File: config.mk
export PLATFORM = sky130hd
export DESIGN_NAME = mem_bridge_top
export DESIGN_NICKNAME = d
export VERILOG_FILES = /design/src/rtl/mem_bridge_pkg.sv /design/src/rtl/cmd_queue.sv /design/src/rtl/app_sequencer.sv /design/src/rtl/read_return_queue.sv /design/src/rtl/mem_bridge_top.sv
export VERILOG_INCLUDE_DIRS = /design/src /design/src/rtl
export SDC_FILE = /design/constraint.sdc
export NUM_CORES = 1
export LEC_CHECK = 0
export BUFFER_PORTS_ARGS = -buffer_cell sky130_fd_sc_hd__buf_4
export CORE_MARGIN = 1.5
export CORE_UTILIZATION = 55
export CTS_BUF_LIST = sky130_fd_sc_hd__clkbuf_4
export CTS_CLUSTER_DIAMETER = 30
export DETAILED_ROUTE_END_ITERATION = 8
export HOLD_SLACK_MARGIN = 0.15
export PLACE_DENSITY = 0.76
export SETUP_SLACK_MARGIN = 0.15
export SYNTH_ARGS = -nofsm -noshare
export SYNTH_HDL_FRONTEND = slang
export SYNTH_SLANG_ARGS = --single-unit
File: constraint.sdc
create_clock -name clk_if -period 6.42 [get_ports clk_if]
set_input_delay 1.284 -clock clk_if [delete_from_list [all_inputs] [get_ports clk_if]]
set_output_delay 1.284 -clock clk_if [all_outputs]
set_load 0.02 [all_outputs]
File: src/rtl/mem_bridge_defines.svh
`ifndef MEM_BRIDGE_DEFINES_SVH
`define MEM_BRIDGE_DEFINES_SVH

// Data path
`define MB_DATA_WIDTH 128
`define MB_STRB_WIDTH (`MB_DATA_WIDTH / 8)

// App port address, in app-side units
`define MB_ADDR_WIDTH 29

`define MB_ID_WIDTH 4

// Command code field of the DDR controller app port
`define MB_APP_CMD_WIDTH 3

// Queue depths
`define MB_CMD_QUEUE_DEPTH 4
`define MB_RD_QUEUE_DEPTH 4

`endif

File: src/rtl/mem_bridge_pkg.sv
`include "mem_bridge_defines.svh"

package mem_bridge_pkg;

    typedef enum logic {
        RAM_OP_WRITE = 1'b0,
        RAM_OP_READ  = 1'b1
    } ram_op_e;

    // One single-beat RAM command
    typedef struct packed {
        ram_op_e                    op;
        logic                       last;
        logic [`MB_ID_WIDTH-1:0]    id;
        logic [`MB_ADDR_WIDTH-1:0]  addr;
        logic [`MB_DATA_WIDTH-1:0]  wr_data;
        logic [`MB_STRB_WIDTH-1:0]  wr_strb;
    } ram_cmd_t;

    typedef struct packed {
        logic [`MB_ID_WIDTH-1:0]    id;
        logic [`MB_DATA_WIDTH-1:0]  data;
        logic                       last;
    } rd_resp_t;

    typedef enum logic [`MB_APP_CMD_WIDTH-1:0] {
        APP_CMD_WRITE = 3'd0,
        APP_CMD_READ  = 3'd1
    } app_cmd_e;

    // Mask bit set means the byte is not written
    typedef struct packed {
        logic [`MB_DATA_WIDTH-1:0]  data;
        logic [`MB_STRB_WIDTH-1:0]  mask;
    } app_wr_t;

    typedef enum logic {
        SEQ_IDLE = 1'b0,
        SEQ_READ = 1'b1
    } seq_state_e;

endpackage

File: src/rtl/cmd_queue.sv
`timescale 1ns/1ps
`include "mem_bridge_defines.svh"

module cmd_queue (
    input  logic                     clk_if,
    input  logic                     resetn,
    input  mem_bridge_pkg::ram_cmd_t ram_cmd,
    input  logic                     ram_cmd_valid,
    output logic                     ram_cmd_ready,
    output mem_bridge_pkg::ram_cmd_t head_cmd,
    output logic                     head_valid,
    input  logic                     head_pop
);
    import mem_bridge_pkg::*;

    localparam int PTR_W = $clog2(`MB_CMD_QUEUE_DEPTH);
    localparam int CNT_W = $clog2(`MB_CMD_QUEUE_DEPTH + 1);
    localparam logic [PTR_W-1:0] LAST_PTR = PTR_W'(`MB_CMD_QUEUE_DEPTH - 1);
    localparam logic [CNT_W-1:0] FULL_CNT = CNT_W'(`MB_CMD_QUEUE_DEPTH);

    ram_cmd_t         mem [`MB_CMD_QUEUE_DEPTH];
    ram_cmd_t         push_cmd;
    logic [PTR_W-1:0] wr_ptr;
    logic [PTR_W-1:0] rd_ptr;
    logic [CNT_W-1:0] count;
    logic [CNT_W-1:0] count_next;
    logic             push;
    logic             pop;

    assign push = ram_cmd_valid && ram_cmd_ready;
    assign pop  = head_pop && head_valid;

    assign head_valid = (count != '0);
    assign head_cmd   = mem[rd_ptr];

    // Reads carry no write payload
    always_comb begin
        push_cmd = ram_cmd;
        if (ram_cmd.op == RAM_OP_READ) begin
            push_cmd.wr_data = '0;
            push_cmd.wr_strb = '0;
        end
    end

    always_comb begin
        count_next = count;
        if (push && !pop) begin
            count_next = count + 1'b1;
        end else if (pop && !push) begin
            count_next = count - 1'b1;
        end
    end

    always_ff @(posedge clk_if) begin
        if (push) begin
            mem[wr_ptr] <= push_cmd;
        end
    end

    always_ff @(posedge clk_if) begin
        if (!resetn) begin
            wr_ptr        <= '0;
            rd_ptr        <= '0;
            count         <= '0;
            ram_cmd_ready <= 1'b0;
        end else begin
            if (push) begin
                wr_ptr <= (wr_ptr == LAST_PTR) ? '0 : wr_ptr + 1'b1;
            end
            if (pop) begin
                rd_ptr <= (rd_ptr == LAST_PTR) ? '0 : rd_ptr + 1'b1;
            end
            count <= count_next;
            // Ready for next cycle, from the post-update fill level
            ram_cmd_ready <= (count_next != FULL_CNT);
        end
    end

endmodule

File: src/rtl/app_sequencer.sv
`timescale 1ns/1ps
`include "mem_bridge_defines.svh"

module app_sequencer (
    input  logic                        clk_if,
    input  logic                        resetn,

    input  mem_bridge_pkg::ram_cmd_t    head_cmd,
    input  logic                        head_valid,
    output logic                        head_pop,

    input  logic                        app_cmd_ready,
    input  logic                        app_wdf_rdy,
    output mem_bridge_pkg::app_cmd_e    app_cmd,
    output logic [`MB_ADDR_WIDTH-1:0]   app_addr,
    output logic                        app_cmd_en,

    output mem_bridge_pkg::app_wr_t     app_wdf,
    output logic                        app_wdf_wren,
    output logic                        app_wdf_end,

    input  logic [`MB_DATA_WIDTH-1:0]   app_rd_data,
    input  logic                        app_rd_data_valid,

    input  logic                        rd_space,
    output logic                        rd_push,
    output mem_bridge_pkg::rd_resp_t    rd_push_resp
);
    import mem_bridge_pkg::*;

    seq_state_e              state;
    seq_state_e              state_next;
    logic                    head_is_read;
    logic                    issue_rd;
    logic                    issue_wr;
    logic [`MB_ID_WIDTH-1:0] rd_id_q;
    logic                    rd_last_q;

    assign head_is_read = (head_cmd.op == RAM_OP_READ);

    // A write needs both the command and write-data channels free
    assign issue_wr = (state == SEQ_IDLE) && head_valid && !head_is_read
                      && app_cmd_ready && app_wdf_rdy;
    // A read needs room for its response
    assign issue_rd = (state == SEQ_IDLE) && head_valid && head_is_read
                      && app_cmd_ready && rd_space;

    assign head_pop   = issue_wr || issue_rd;
    assign app_cmd_en = issue_wr || issue_rd;
    assign app_cmd    = head_is_read ? APP_CMD_READ : APP_CMD_WRITE;
    assign app_addr   = head_cmd.addr;

    // Write data and end go out with the command
    assign app_wdf_wren = issue_wr;
    assign app_wdf_end  = issue_wr;

    always_comb begin
        app_wdf.data = head_cmd.wr_data;
        app_wdf.mask = ~head_cmd.wr_strb;
    end

    always_comb begin
        state_next = state;
        case (state)
            SEQ_IDLE: begin
                if (issue_rd) begin
                    state_next = SEQ_READ;
                end
            end
            SEQ_READ: begin
                // Single outstanding read, wait for its data
                if (app_rd_data_valid) begin
                    state_next = SEQ_IDLE;
                end
            end
            default: begin
                state_next = SEQ_IDLE;
            end
        endcase
    end

    always_ff @(posedge clk_if) begin
        if (!resetn) begin
            state <= SEQ_IDLE;
        end else begin
            state <= state_next;
        end
    end

    // Tag of the read in flight
    always_ff @(posedge clk_if) begin
        if (issue_rd) begin
            rd_id_q   <= head_cmd.id;
            rd_last_q <= head_cmd.last;
        end
    end

    assign rd_push = (state == SEQ_READ) && app_rd_data_valid;

    always_comb begin
        rd_push_resp.id   = rd_id_q;
        rd_push_resp.data = app_rd_data;
        rd_push_resp.last = rd_last_q;
    end

endmodule

File: src/rtl/read_return_queue.sv
`timescale 1ns/1ps
`include "mem_bridge_defines.svh"

module read_return_queue (
    input  logic                     clk_if,
    input  logic                     resetn,
    input  logic                     rd_push,
    input  mem_bridge_pkg::rd_resp_t rd_push_resp,
    output logic                     rd_space,
    output mem_bridge_pkg::rd_resp_t rd_resp,
    output logic                     rd_resp_valid,
    input  logic                     rd_resp_ready
);
    import mem_bridge_pkg::*;

    localparam int PTR_W = $clog2(`MB_RD_QUEUE_DEPTH);
    localparam int CNT_W = $clog2(`MB_RD_QUEUE_DEPTH + 1);
    localparam logic [PTR_W-1:0] LAST_PTR = PTR_W'(`MB_RD_QUEUE_DEPTH - 1);
    localparam logic [CNT_W-1:0] FULL_CNT = CNT_W'(`MB_RD_QUEUE_DEPTH);

    rd_resp_t         mem [`MB_RD_QUEUE_DEPTH];
    logic [PTR_W-1:0] wr_ptr;
    logic [PTR_W-1:0] rd_ptr;
    logic [CNT_W-1:0] count;
    logic             push;
    logic             pop;

    assign rd_space      = (count < FULL_CNT);
    assign rd_resp_valid = (count != '0);
    assign rd_resp       = mem[rd_ptr];

    assign push = rd_push && rd_space;
    assign pop  = rd_resp_valid && rd_resp_ready;

    always_ff @(posedge clk_if) begin
        if (push) begin
            mem[wr_ptr] <= rd_push_resp;
        end
    end

    always_ff @(posedge clk_if) begin
        if (!resetn) begin
            wr_ptr <= '0;
            rd_ptr <= '0;
            count  <= '0;
        end else begin
            if (push) begin
                wr_ptr <= (wr_ptr == LAST_PTR) ? '0 : wr_ptr + 1'b1;
            end
            if (pop) begin
                rd_ptr <= (rd_ptr == LAST_PTR) ? '0 : rd_ptr + 1'b1;
            end
            if (push && !pop) begin
                count <= count + 1'b1;
            end else if (pop && !push) begin
                count <= count - 1'b1;
            end
        end
    end

endmodule

File: src/rtl/mem_bridge_top.sv
`timescale 1ns/1ps
`include "mem_bridge_defines.svh"

module mem_bridge_top (
    input  logic                        clk_if,
    input  logic                        resetn,

    // RAM command source
    input  mem_bridge_pkg::ram_cmd_t    ram_cmd,
    input  logic                        ram_cmd_valid,
    output logic                        ram_cmd_ready,

    // RAM response sink
    output mem_bridge_pkg::rd_resp_t    rd_resp,
    output logic                        rd_resp_valid,
    input  logic                        rd_resp_ready,

    // DDR controller app port
    input  logic                        app_cmd_ready,
    input  logic                        app_wdf_rdy,
    output mem_bridge_pkg::app_cmd_e    app_cmd,
    output logic [`MB_ADDR_WIDTH-1:0]   app_addr,
    output logic                        app_cmd_en,
    output mem_bridge_pkg::app_wr_t     app_wdf,
    output logic                        app_wdf_wren,
    output logic                        app_wdf_end,
    input  logic [`MB_DATA_WIDTH-1:0]   app_rd_data,
    input  logic                        app_rd_data_valid
);
    import mem_bridge_pkg::*;

    ram_cmd_t head_cmd;
    logic     head_valid;
    logic     head_pop;
    logic     rd_space;
    logic     rd_push;
    rd_resp_t rd_push_resp;

    cmd_queue i_cmd_queue (
        .clk_if        (clk_if),
        .resetn        (resetn),
        .ram_cmd       (ram_cmd),
        .ram_cmd_valid (ram_cmd_valid),
        .ram_cmd_ready (ram_cmd_ready),
        .head_cmd      (head_cmd),
        .head_valid    (head_valid),
        .head_pop      (head_pop)
    );

    app_sequencer i_app_sequencer (
        .clk_if            (clk_if),
        .resetn            (resetn),
        .head_cmd          (head_cmd),
        .head_valid        (head_valid),
        .head_pop          (head_pop),
        .app_cmd_ready     (app_cmd_ready),
        .app_wdf_rdy       (app_wdf_rdy),
        .app_cmd           (app_cmd),
        .app_addr          (app_addr),
        .app_cmd_en        (app_cmd_en),
        .app_wdf           (app_wdf),
        .app_wdf_wren      (app_wdf_wren),
        .app_wdf_end       (app_wdf_end),
        .app_rd_data       (app_rd_data),
        .app_rd_data_valid (app_rd_data_valid),
        .rd_space          (rd_space),
        .rd_push           (rd_push),
        .rd_push_resp      (rd_push_resp)
    );

    read_return_queue i_read_return_queue (
        .clk_if        (clk_if),
        .resetn        (resetn),
        .rd_push       (rd_push),
        .rd_push_resp  (rd_push_resp),
        .rd_space      (rd_space),
        .rd_resp       (rd_resp),
        .rd_resp_valid (rd_resp_valid),
        .rd_resp_ready (rd_resp_ready)
    );

endmodule

## After elaboration in Yosys (flattened, before gate mapping)

Memory sizes are Yosys's and may differ from the RTL's. A register that Yosys moved wholly into a read port is not among the register bits.
Cells that the tools add are included.
W data, S select, Z words.

| storage, ports and cells | value |
|---|---|
| output and inout port bits | 314 |
| logic and storage cells | 74 |
| bits in writable memories | 1248 |
| memories | 2 |
| flip-flop bits (word level) | 21 |
| input bits | 314 |

Memories:

| name | words | bits a word | read ports | clocked after memory_dff | write ports | line | RTL |
|---|---|---|---|---|---|---|---|
| i_cmd_queue.mem | 4 | 179 | 1 | 1 | 1 | cmd_queue.sv:21 | `` ram_cmd_t mem [`MB_CMD_QUEUE_DEPTH]; `` |
| i_read_return_queue.mem | 4 | 133 | 1 | 1 | 1 | read_return_queue.sv:21 | `` rd_resp_t mem [`MB_RD_QUEUE_DEPTH]; `` |

| cells by class | value |
|---|---|
| add/subtract/negate cells | 8 |
| equal/unequal tests | 5 |
| bitwise logic cells | 2 |
| order comparisons | 1 |
| reduce and logical (&&, ||, !) cells | 25 |
| mux-type cells | 21 |

Operators by type and width:

| cell | number |
|---|---|
| $mux W144 | 1 |
| $logic_and A1 B1 Y1 | 16 |
| $mux W2 | 8 |
| $not A16 Y16 | 1 |
| $mux W3 | 4 |
| $add A2 B1 Y2 const B | 4 |
| $eq A2 B2 Y1 const B | 4 |
| $mux W1 | 7 |
| $add A3 B1 Y3 const B | 2 |
| $reduce_bool A3 Y1 | 2 |
| $sub A3 B1 Y3 const B | 2 |
| $logic_not A1 Y1 | 5 |
| $lt A3 B3 Y1 const B | 1 |
| $ne A3 B3 Y1 const B | 1 |
| $pmux W1 S2 | 1 |
| $reduce_bool A2 Y1 | 1 |
| $logic_or A1 B1 Y1 | 1 |
| $not A1 Y1 | 1 |

## Logic depth before layout (Yosys ltp)

Gate-level depths: netlist (run 1).

| depth | value |
|---|---|
| depth in word-level cells | 11 |
| gate-level depth with buffers | 8 |
| depth with buffers taken out | 8 |

## Hierarchy

From an unflattened synthesis (run 1), not the netlist that was laid out.

| second synthesis, totals | value |
|---|---|
| cell total of the unflattened synthesis | 2221 |
| area total of the unflattened synthesis | 49454.9 µm² |

Modules (own cells, without submodules):

| module | cells an instance | area each (µm²) | seq. area each (µm²) | times used |
|---|---|---|---|---|
| cmd_queue | 1154 | 27330.0 | 21700.8 | 1 |
| read_return_queue | 743 | 19635.1 | 16155.5 | 1 |
| app_sequencer | 324 | 2489.9 | 170.2 | 1 |

## Worst setup path after synthesis (run 1)

Ideal clock, no wire load.

| path | value |
|---|---|
| path type | input -> register |
| from | input port ram_cmd_valid |
| to | memory i_cmd_queue.mem[0][0] (netlist bit), enable pin |
| library setup time | 562 ps |
| setup slack | 428 ps |
| path buffers | 0 |
| required time | 5858 ps |
| stages | 1 |
| arrival time | 5430 ps |
| path through | and3_1 |

| between the ends | value |
|---|---|
| word-level cells in the longest chain between the ends | 3 |

Ends and longest elaborated chain:

| item | line | RTL |
|---|---|---|
| from (decl) | mem_bridge_top.sv:10 | `input logic ram_cmd_valid,` |
| $logic_and A1 B1 Y1 | cmd_queue.sv:30 | `assign push = ram_cmd_valid && ram_cmd_ready;` |
| $mux W1 | cmd_queue.sv:55 | `if (push) begin` |
| $mux W1 (not written as such) | cmd_queue.sv:56 | `mem[wr_ptr] <= push_cmd;` |
| to (decl) | cmd_queue.sv:21 |  |

Every way passes these cells.

==> results of run 1 <==
[per-layer routing]
metal / share of wire (%) / up-vias / wire length [µm]
li1: - / 10100 / -
met1: 35 / 11700 / 34900
met2: 50 / 898 / 49500
met3: 11 / 231 / 10500
met4: 3.5 / 26 / 3430
met5: 0.18 / - / 175
[flip-flops by register name, indices dropped and copies added (netlist names), named ones only]
| register | flops |
|---|---|
| i_read_return_queue.rd_ptr | 2 |
| i_read_return_queue.mem | 532 |
| i_app_sequencer.rd_id_q | 4 |
| i_cmd_queue.ram_cmd_ready | 1 |
| i_app_sequencer.rd_last_q | 1 |
| i_cmd_queue.count | 3 |
| i_app_sequencer.state | 1 |
| i_read_return_queue.count | 3 |
| i_cmd_queue.wr_ptr | 2 |
| i_read_return_queue.wr_ptr | 2 |
| i_cmd_queue.rd_ptr | 2 |
| i_cmd_queue.mem | 716 |
[power groups by stage]
stage               clock [µW]  sequential, µW  combinational (µW)
floorplan                    0            9960                3490
global placement             0           10100                4720
detailed placement           0           10100                4770
CTS                       6790            9920                4800
global route              7210            9960                4980
finish                    6570            9900                4720
[synthesized netlist by cell type, types with 5 or more instances]
| master | number |
|---|---|
| buf_2 | 22 |
| clkbuf_1 | 52 |
| nor2b_1 | 153 |
| nand3_1 | 5 |
| mux4_2 | 312 |
| a21oi_1 | 5 |
| and2_1 | 5 |
| inv_1 | 23 |
| buf_4 | 162 |
| mux2i_1 | 5 |
| nand2_1 | 8 |
| buf_1 | 14 |
| ha_1 | 14 |
| dfxtp_1 | 20 |
| edfxtp_1 | 1253 |
[cells by family after synthesis]
group	count (synthesis)	share of synthesized area (%)
simple gates	192	2.46
other cells	1	0.00776
buf+inv	274	3.46
fa+ha+maj	15	0.404
compound gates	18	0.238
flops	1273	78.7
mux	317	14.6
xor+xnor	4	0.0725
[final cells by class]
class | count | area [µm²] | area share [%]
clock buffers | 459 | 3450 | 6.02
repair buffers | 646 | 5000 | 8.74
multi-input cells | 548 | 8650 | 15.1
flip-flops and latches | 1273 | 38000 | 66.4
diodes | 21 | 52.6 | 0.0918
well taps | 1155 | 1450 | 2.52
clock inverters | 93 | 538 | 0.940
inverters | 23 | 86.3 | 0.151
[worst paths after layout]
kind | to
worst min-delay path | i_cmd_queue.mem[3][165]
worst max register to register | i_cmd_queue.count[1]
worst min register to register | i_read_return_queue.mem[2][131]
worst max-delay path | app_cmd_en
[metrics by stage]
stage	power, µW	worst slack (ps)
global route	22100	642
CTS	21500	714
global placement	14800	2230
detailed placement	14900	2090
floorplan	13500	428
finish	21200	1000
[what timing repair did]
| action | 4_1_cts | 5_1_grt |
|---|---|---|
| setup buffers | 0 | 0 |
| hold endpoints to repair | 4 | 0 |
| hold buffers | 2 | 0 |
| endpoints found under the setup margin | 0 | 0 |
==> metrics.md, run 1 <==
| Metric | Value |
|---|---|
| Outcome | finished, final reports clean |
| Final Max Slew Viols | 0 |
| Longest Clk Path Bufs | 4 |
| Most frequent cells in the layout | edfxtp_1, buf_4, clkbuf_4 |
| Layout area overhead | 18.5% |
| Crit path DAT | 4130 ps |
| GRT Util Overall | 22.3% |
| Crit path kind | reg -> out |
| CP top delay family | simple AND/OR/NAND/NOR gates |
| Clk slew on worst S/H paths | 70 ps |
| Sequential share of the synthesized area | 78.7% |
| Horiz. Die Dim | 299 µm |
| Yosys top cell area share | 77.9% |
| Clock tree root buffer cell | clkbuf_4 |
| HP Class | in -> reg |
| FILL cells | 5,500 |
| Levels on crit path | 4 |
| Nets | 3,157 |
| Int Pwr | 15,400 µW |
| Async S/R FF share, synth | 0% |
| Sequential power share | 46.7% |
| Switching pwr | 5830 µW |
| Startpoint types | flop |
| Antenna-violating nets left | 0 |
| Placed Area | 53,200 µm² |
| Worst vdd ir | 0.256 mV |
| Comb power frac | 22.3% |
| EDFF count, synth | 1,253 |
| TritonCTS clock tree | done |
| Routed WL per cell | 23.4 µm |
| Sw frac | 27.5% |
| Final Setup Violations | 0 |
| Highest cell delay on the worst timing path | 1000 ps |
| Tmin final | 5420 ps |
| # rows | 108 |
| Crit-path slowest cell | dfxtp_4 |
| Initial DRC count | 1,551 |
| WP buf/inv | 1 |
| Critical path required time | 5140 ps |
| CP cell instances | mux4_2 -> nor4b_2 -> or2_1 -> buf_4 |
| Hold slack final | 321 ps |
| Most area-hungry cell type in the Yosys netlist | edfxtp_1 |
| Yosys cell types | 37 |
| Mean Syn Cell Area | 23.1 µm² |
| Slew HR | 17.0% |
| Final std cells w/o fill | 4,218 |
| Hold_sp | ram_cmd[165] |
| Largest net degree at the start of global routing | 172 |
| Clk network pwr share | 31.0% |
| Met1 Use GR | 25.6% |
| Leakage | 0.0195 µW |
| GRT busiest layer | met2 |
| Design Area, Final | 57,300 µm² |
| Reg-to-reg slack, setup | 3100 ps |
| Area contributors post-synth | edfxtp_1, mux4_2, buf_4, nor2b_1, dfxtp_1 |
| Most common cell after layout, fill and taps aside | edfxtp_1 |
| Core box area | 86,900 µm² |
| Final WL | 98,600 µm |
| Dpl hpwl | 59,500 µm |
| Seq cells post-synth | 1,273 |
| GR Util met2 | 35.6% |
| Ports | 628 |
| First-pass GRT wire length | 148,000 µm |
| Maxcap violations | 0 |
| Die area | 89,600 µm² |
| CTS Buf Count | 336 |
| Setup TNS | 0 ps |
| Reg2reg path depth | 5 |
| Initial core utilization | 55.6% |
| Final Cycle Share | 84.3% |
| Met3 usage | 10.1% |
| Initial antenna violation count | 28 |
| Number of global-route vias before repair | 25,400 |
| DRC | 0 |
| Syn. warnings | 0 |
| TritonRoute pass-1 iters | 4 |
| Final hold vios | 0 |
| Total gr overflow | 0 |
| Post-cts repair resize count | 0 |
| Synth Instances | 2,094 |
| P per Cell Area | 370 nW/µm² |
| CTS sink count | 1,273 |
| Die H | 299 µm |
| Post-synthesis cell area | 48,300 µm² |
| Peak fanout along the critical path | 46 |
| Max H-tree Level | 5 |
| GP Congestion | 0.757 |
| Post-DR vias/cell | 5.45 |
| Clock skew | 110 ps |
| Share of layout cells above drive strength 1 | 48.0% |
| Least-Margin Pin Slew | 1240 ps |
| Final core utilization | 65.9% |
| Routed via count | 23,000 |
| Kind of end point of the critical path | primary output |
| Peak Freq | 185 MHz |
| Hold path depth | 1 |
| Port bufs | 625 |
| Top FF cell, synth | edfxtp_1 |
| RSZ-0062 raised after global routing | no |
| Clk_lat worst skew | 1180 ps |
| Placed Cells | 3,643 |
Power figures use the tool's default switching activity.
==> run 2: changes to the inputs <==
clock period = 5.5 ns   (was 6.42 ns; I/O delays follow)
==> run 2 against run 1 <==
Net effect:
- worst setup slack worse by 23 ps
- global-route usage is 1.5 points higher
- via count up 4.6%
- non-clock buffer count rose by 172
- critical endpoint unchanged
- clock power rose by 20%
==> metrics.md, run 2 (synthesis gave the netlist of run 1 again) <==
| Metric | Value |
|---|---|
| Outcome | finished, final reports clean (unchanged) |
| Clk_lat worst skew | 1140 ps (was 1180 ps) |
| Tmin final | 4520 ps |
| Post-Route M1 WL | 37,700 µm (was 34,900 µm) |
| Reg-to-reg slack, setup | 2890 ps (was 3100 ps) |
| Setup TNS | 0 ps (unchanged) |
| Longest Clk Path Bufs | 4 (unchanged) |
| Final Setup Violations | 0 (unchanged) |
| Total gr overflow | 0 (unchanged) |
| Antenna-violating nets left | 0 (unchanged) |
| Crit-path slowest cell | dfxtp_4 (unchanged) |
| Clk slew on worst S/H paths | 60 ps (was 70 ps) |
| Layout area overhead | 22.0% (was 18.5%) |
| Place WS | 2030 ps (was 2090 ps) |
| Post-DR vias/cell | 5.52 (was 5.45) |
| Horiz. Die Dim | 299 µm (unchanged) |
| Leakage | 0.0202 µW (was 0.0195 µW) |
| # rows | 108 (unchanged) |
| Dpl hpwl | 62,000 µm (was 59,500 µm) |
| Routed WL per cell | 24.1 µm (was 23.4 µm) |
| Peak fanout along the critical path | 28 (was 46) |
| Clock tree root buffer cell | clkbuf_4 (unchanged) |
| Top Layer Used | met5 (unchanged) |
| Die H | 299 µm (unchanged) |
| Initial DRC count | 1,606 (was 1,551) |
| Core box area | 86,900 µm² (unchanged) |
| Max reg flops | 716 (unchanged) |
| Slew HR | 28.6% (was 17.0%) |
| Multi-input gate area | 8650 µm² (unchanged) |
| RSZ-0062 raised after global routing | no (unchanged) |
| Most flops, register | i_cmd_queue.mem (unchanged) |
| Max H-tree Level | 5 (unchanged) |
| Worst setup margin | 981 ps (was 1000 ps) |
| Number of global-route vias before repair | 26,500 (was 25,400) |
| Peak Freq | 221 MHz |
| GRT Util Overall | 23.8% (was 22.3%) |
| Final Cycle Share | 82.2% |
| Highest cell delay on the worst timing path | 710 ps (was 1000 ps) |
| Final Max Slew Viols | 0 (unchanged) |
| Number of setup buffers added after CTS | 0 (unchanged) |
| CP cell instances | mux4_2 -> nor4b_4 -> or2_1 -> buf_4 (was mux4_2 -> nor4b_2 -> or2_1 -> buf_4) |
| FILL cells | 5,331 (was 5,500) |
| First-pass GRT wire length | 158,000 µm (was 148,000 µm) |
| Register area | 38,000 µm² (unchanged) |
| Most common cell after layout, fill and taps aside | edfxtp_1 (unchanged) |
| Initial core utilization | 55.6% (unchanged) |
| Ports | 628 (unchanged) |
| Initial antenna violation count | 15 (was 28) |
| Largest net degree at the start of global routing | 138 (was 172) |
| GP Congestion | 0.780 (was 0.757) |
| DRC | 0 (unchanged) |
| Hold Buf Count CTS | 162 (was 2) |
| TritonCTS clock tree | done (unchanged) |
| HP Class | in -> reg (unchanged) |
| P per Cell Area | 425 nW/µm² (was 370 nW/µm²) |
| Final WL | 105,000 µm (was 98,600 µm) |
| Kind of end point of the critical path | primary output (unchanged) |
| Critical path required time | 4400 ps (was 5140 ps) |
| Met3 WL | 10,800 µm (was 10,500 µm) |
| Tot Pwr | 25,100 µW (was 21,200 µW) |
| Crit path DAT | 3420 ps (was 4130 ps) |
| TritonRoute pass-1 iters | 5 (was 4) |
| Most frequent cells in the layout | edfxtp_1, buf_4, clkbuf_4 (unchanged) |
| Nets | 3,325 (was 3,157) |
| Top Registers | i_cmd_queue.mem: 716 flops, i_read_return_queue.mem: 532 flops, i_app_sequencer.rd_id_q: 4 flops (unchanged) |
| Worst vdd ir | 0.314 mV (was 0.256 mV) |
| Port bufs | 625 (unchanged) |
| Startpoint types | flop (unchanged) |
| Final hold vios | 0 (unchanged) |
| Hold slack final | 347 ps (was 321 ps) |
| Crit path kind | reg -> out (unchanged) |
| Maxcap violations | 0 (unchanged) |
| CTS sink count | 1,273 (unchanged) |
| Least-Margin Pin Slew | 1070 ps (was 1240 ps) |
| Die area | 89,600 µm² (unchanged) |
| Met2 wirelength from detailed routing | 54,300 µm (was 49,500 µm) |
| Share of layout cells above drive strength 1 | 45.7% (was 48.0%) |
| Clock skew | 77.5 ps (was 110 ps) |
| CTS Buf Count | 332 (was 336) |
| Post-cts repair resize count | 0 (unchanged) |
| Routed via count | 24,100 (was 23,000) |
==> run 2: cell types whose count changed in the layout (fill, tap and decap cells not counted), moves of 3 or more <==
cell	delta
dlygate4sd3_1	+160
diode_2	-11
buf_4	+10
clkbuf_4	-10
clkinv_1	-9
bufinv_16	+5
clkinv_2	-3
==> run 2: layer usage <==
metal,track usage (%),vias to the layer above
met4,9.31,16
met1,27.7,12400
li1,-,10400
met2,39.3,1047
met5,0,-
met3,9.89,167
==> run 2: through the flow <==
| step | instance area (µm²) | instances | util (%) |
|---|---|---|---|
| finish | 59000 | 4359 | 67.9 |
| global route | 59000 | 4356 | 67.8 |
| CTS | 58900 | 4349 | 67.8 |
| detailed placement | 53300 | 3655 | 61.4 |
| global placement | 53300 | 3655 | 61.4 |
| floorplan | 48300 | 2095 | - |
==> run 2: cell type report <==
type,instances,share of cell area (%)
Tap cell,1155,2.45
Timing Repair Buffer,818,11.4
Clock inverter,83,1.05
Sequential cell,1273,64.5
Antenna cell,10,0.0424
Clock buffer,449,5.72
Multi-Input combinational cell,548,14.7
Inverter,23,0.146
==> run 2: power by group <==
part           internal [µW]  switching, µW  leakage [µW]
registers              11200            280        0.0116
logic                   2650           3040       0.00622
clock network           4260           3590       0.00238
==> run 2: path summary, 6_finish.rpt <==
path                                            startpoint                         endpoint  cells past startpoint
worst max register to register                        flop             i_cmd_queue.count[1]                      5
worst min register to register  i_app_sequencer.rd_id_q[1]  i_read_return_queue.mem[1][130]                      0
worst max-delay path                                  flop                       app_cmd_en                      4
worst min-delay path                     app_rd_data_valid            i_app_sequencer.state                      3
==> run 2: worst max-delay path, delay by kind of cell, from the launching register on <==
family	cells	cell delay, ps
buffers and inverters	1	210
flip-flops	1	710
multiplexers	1	650
AND/OR/NAND/NOR	2	770
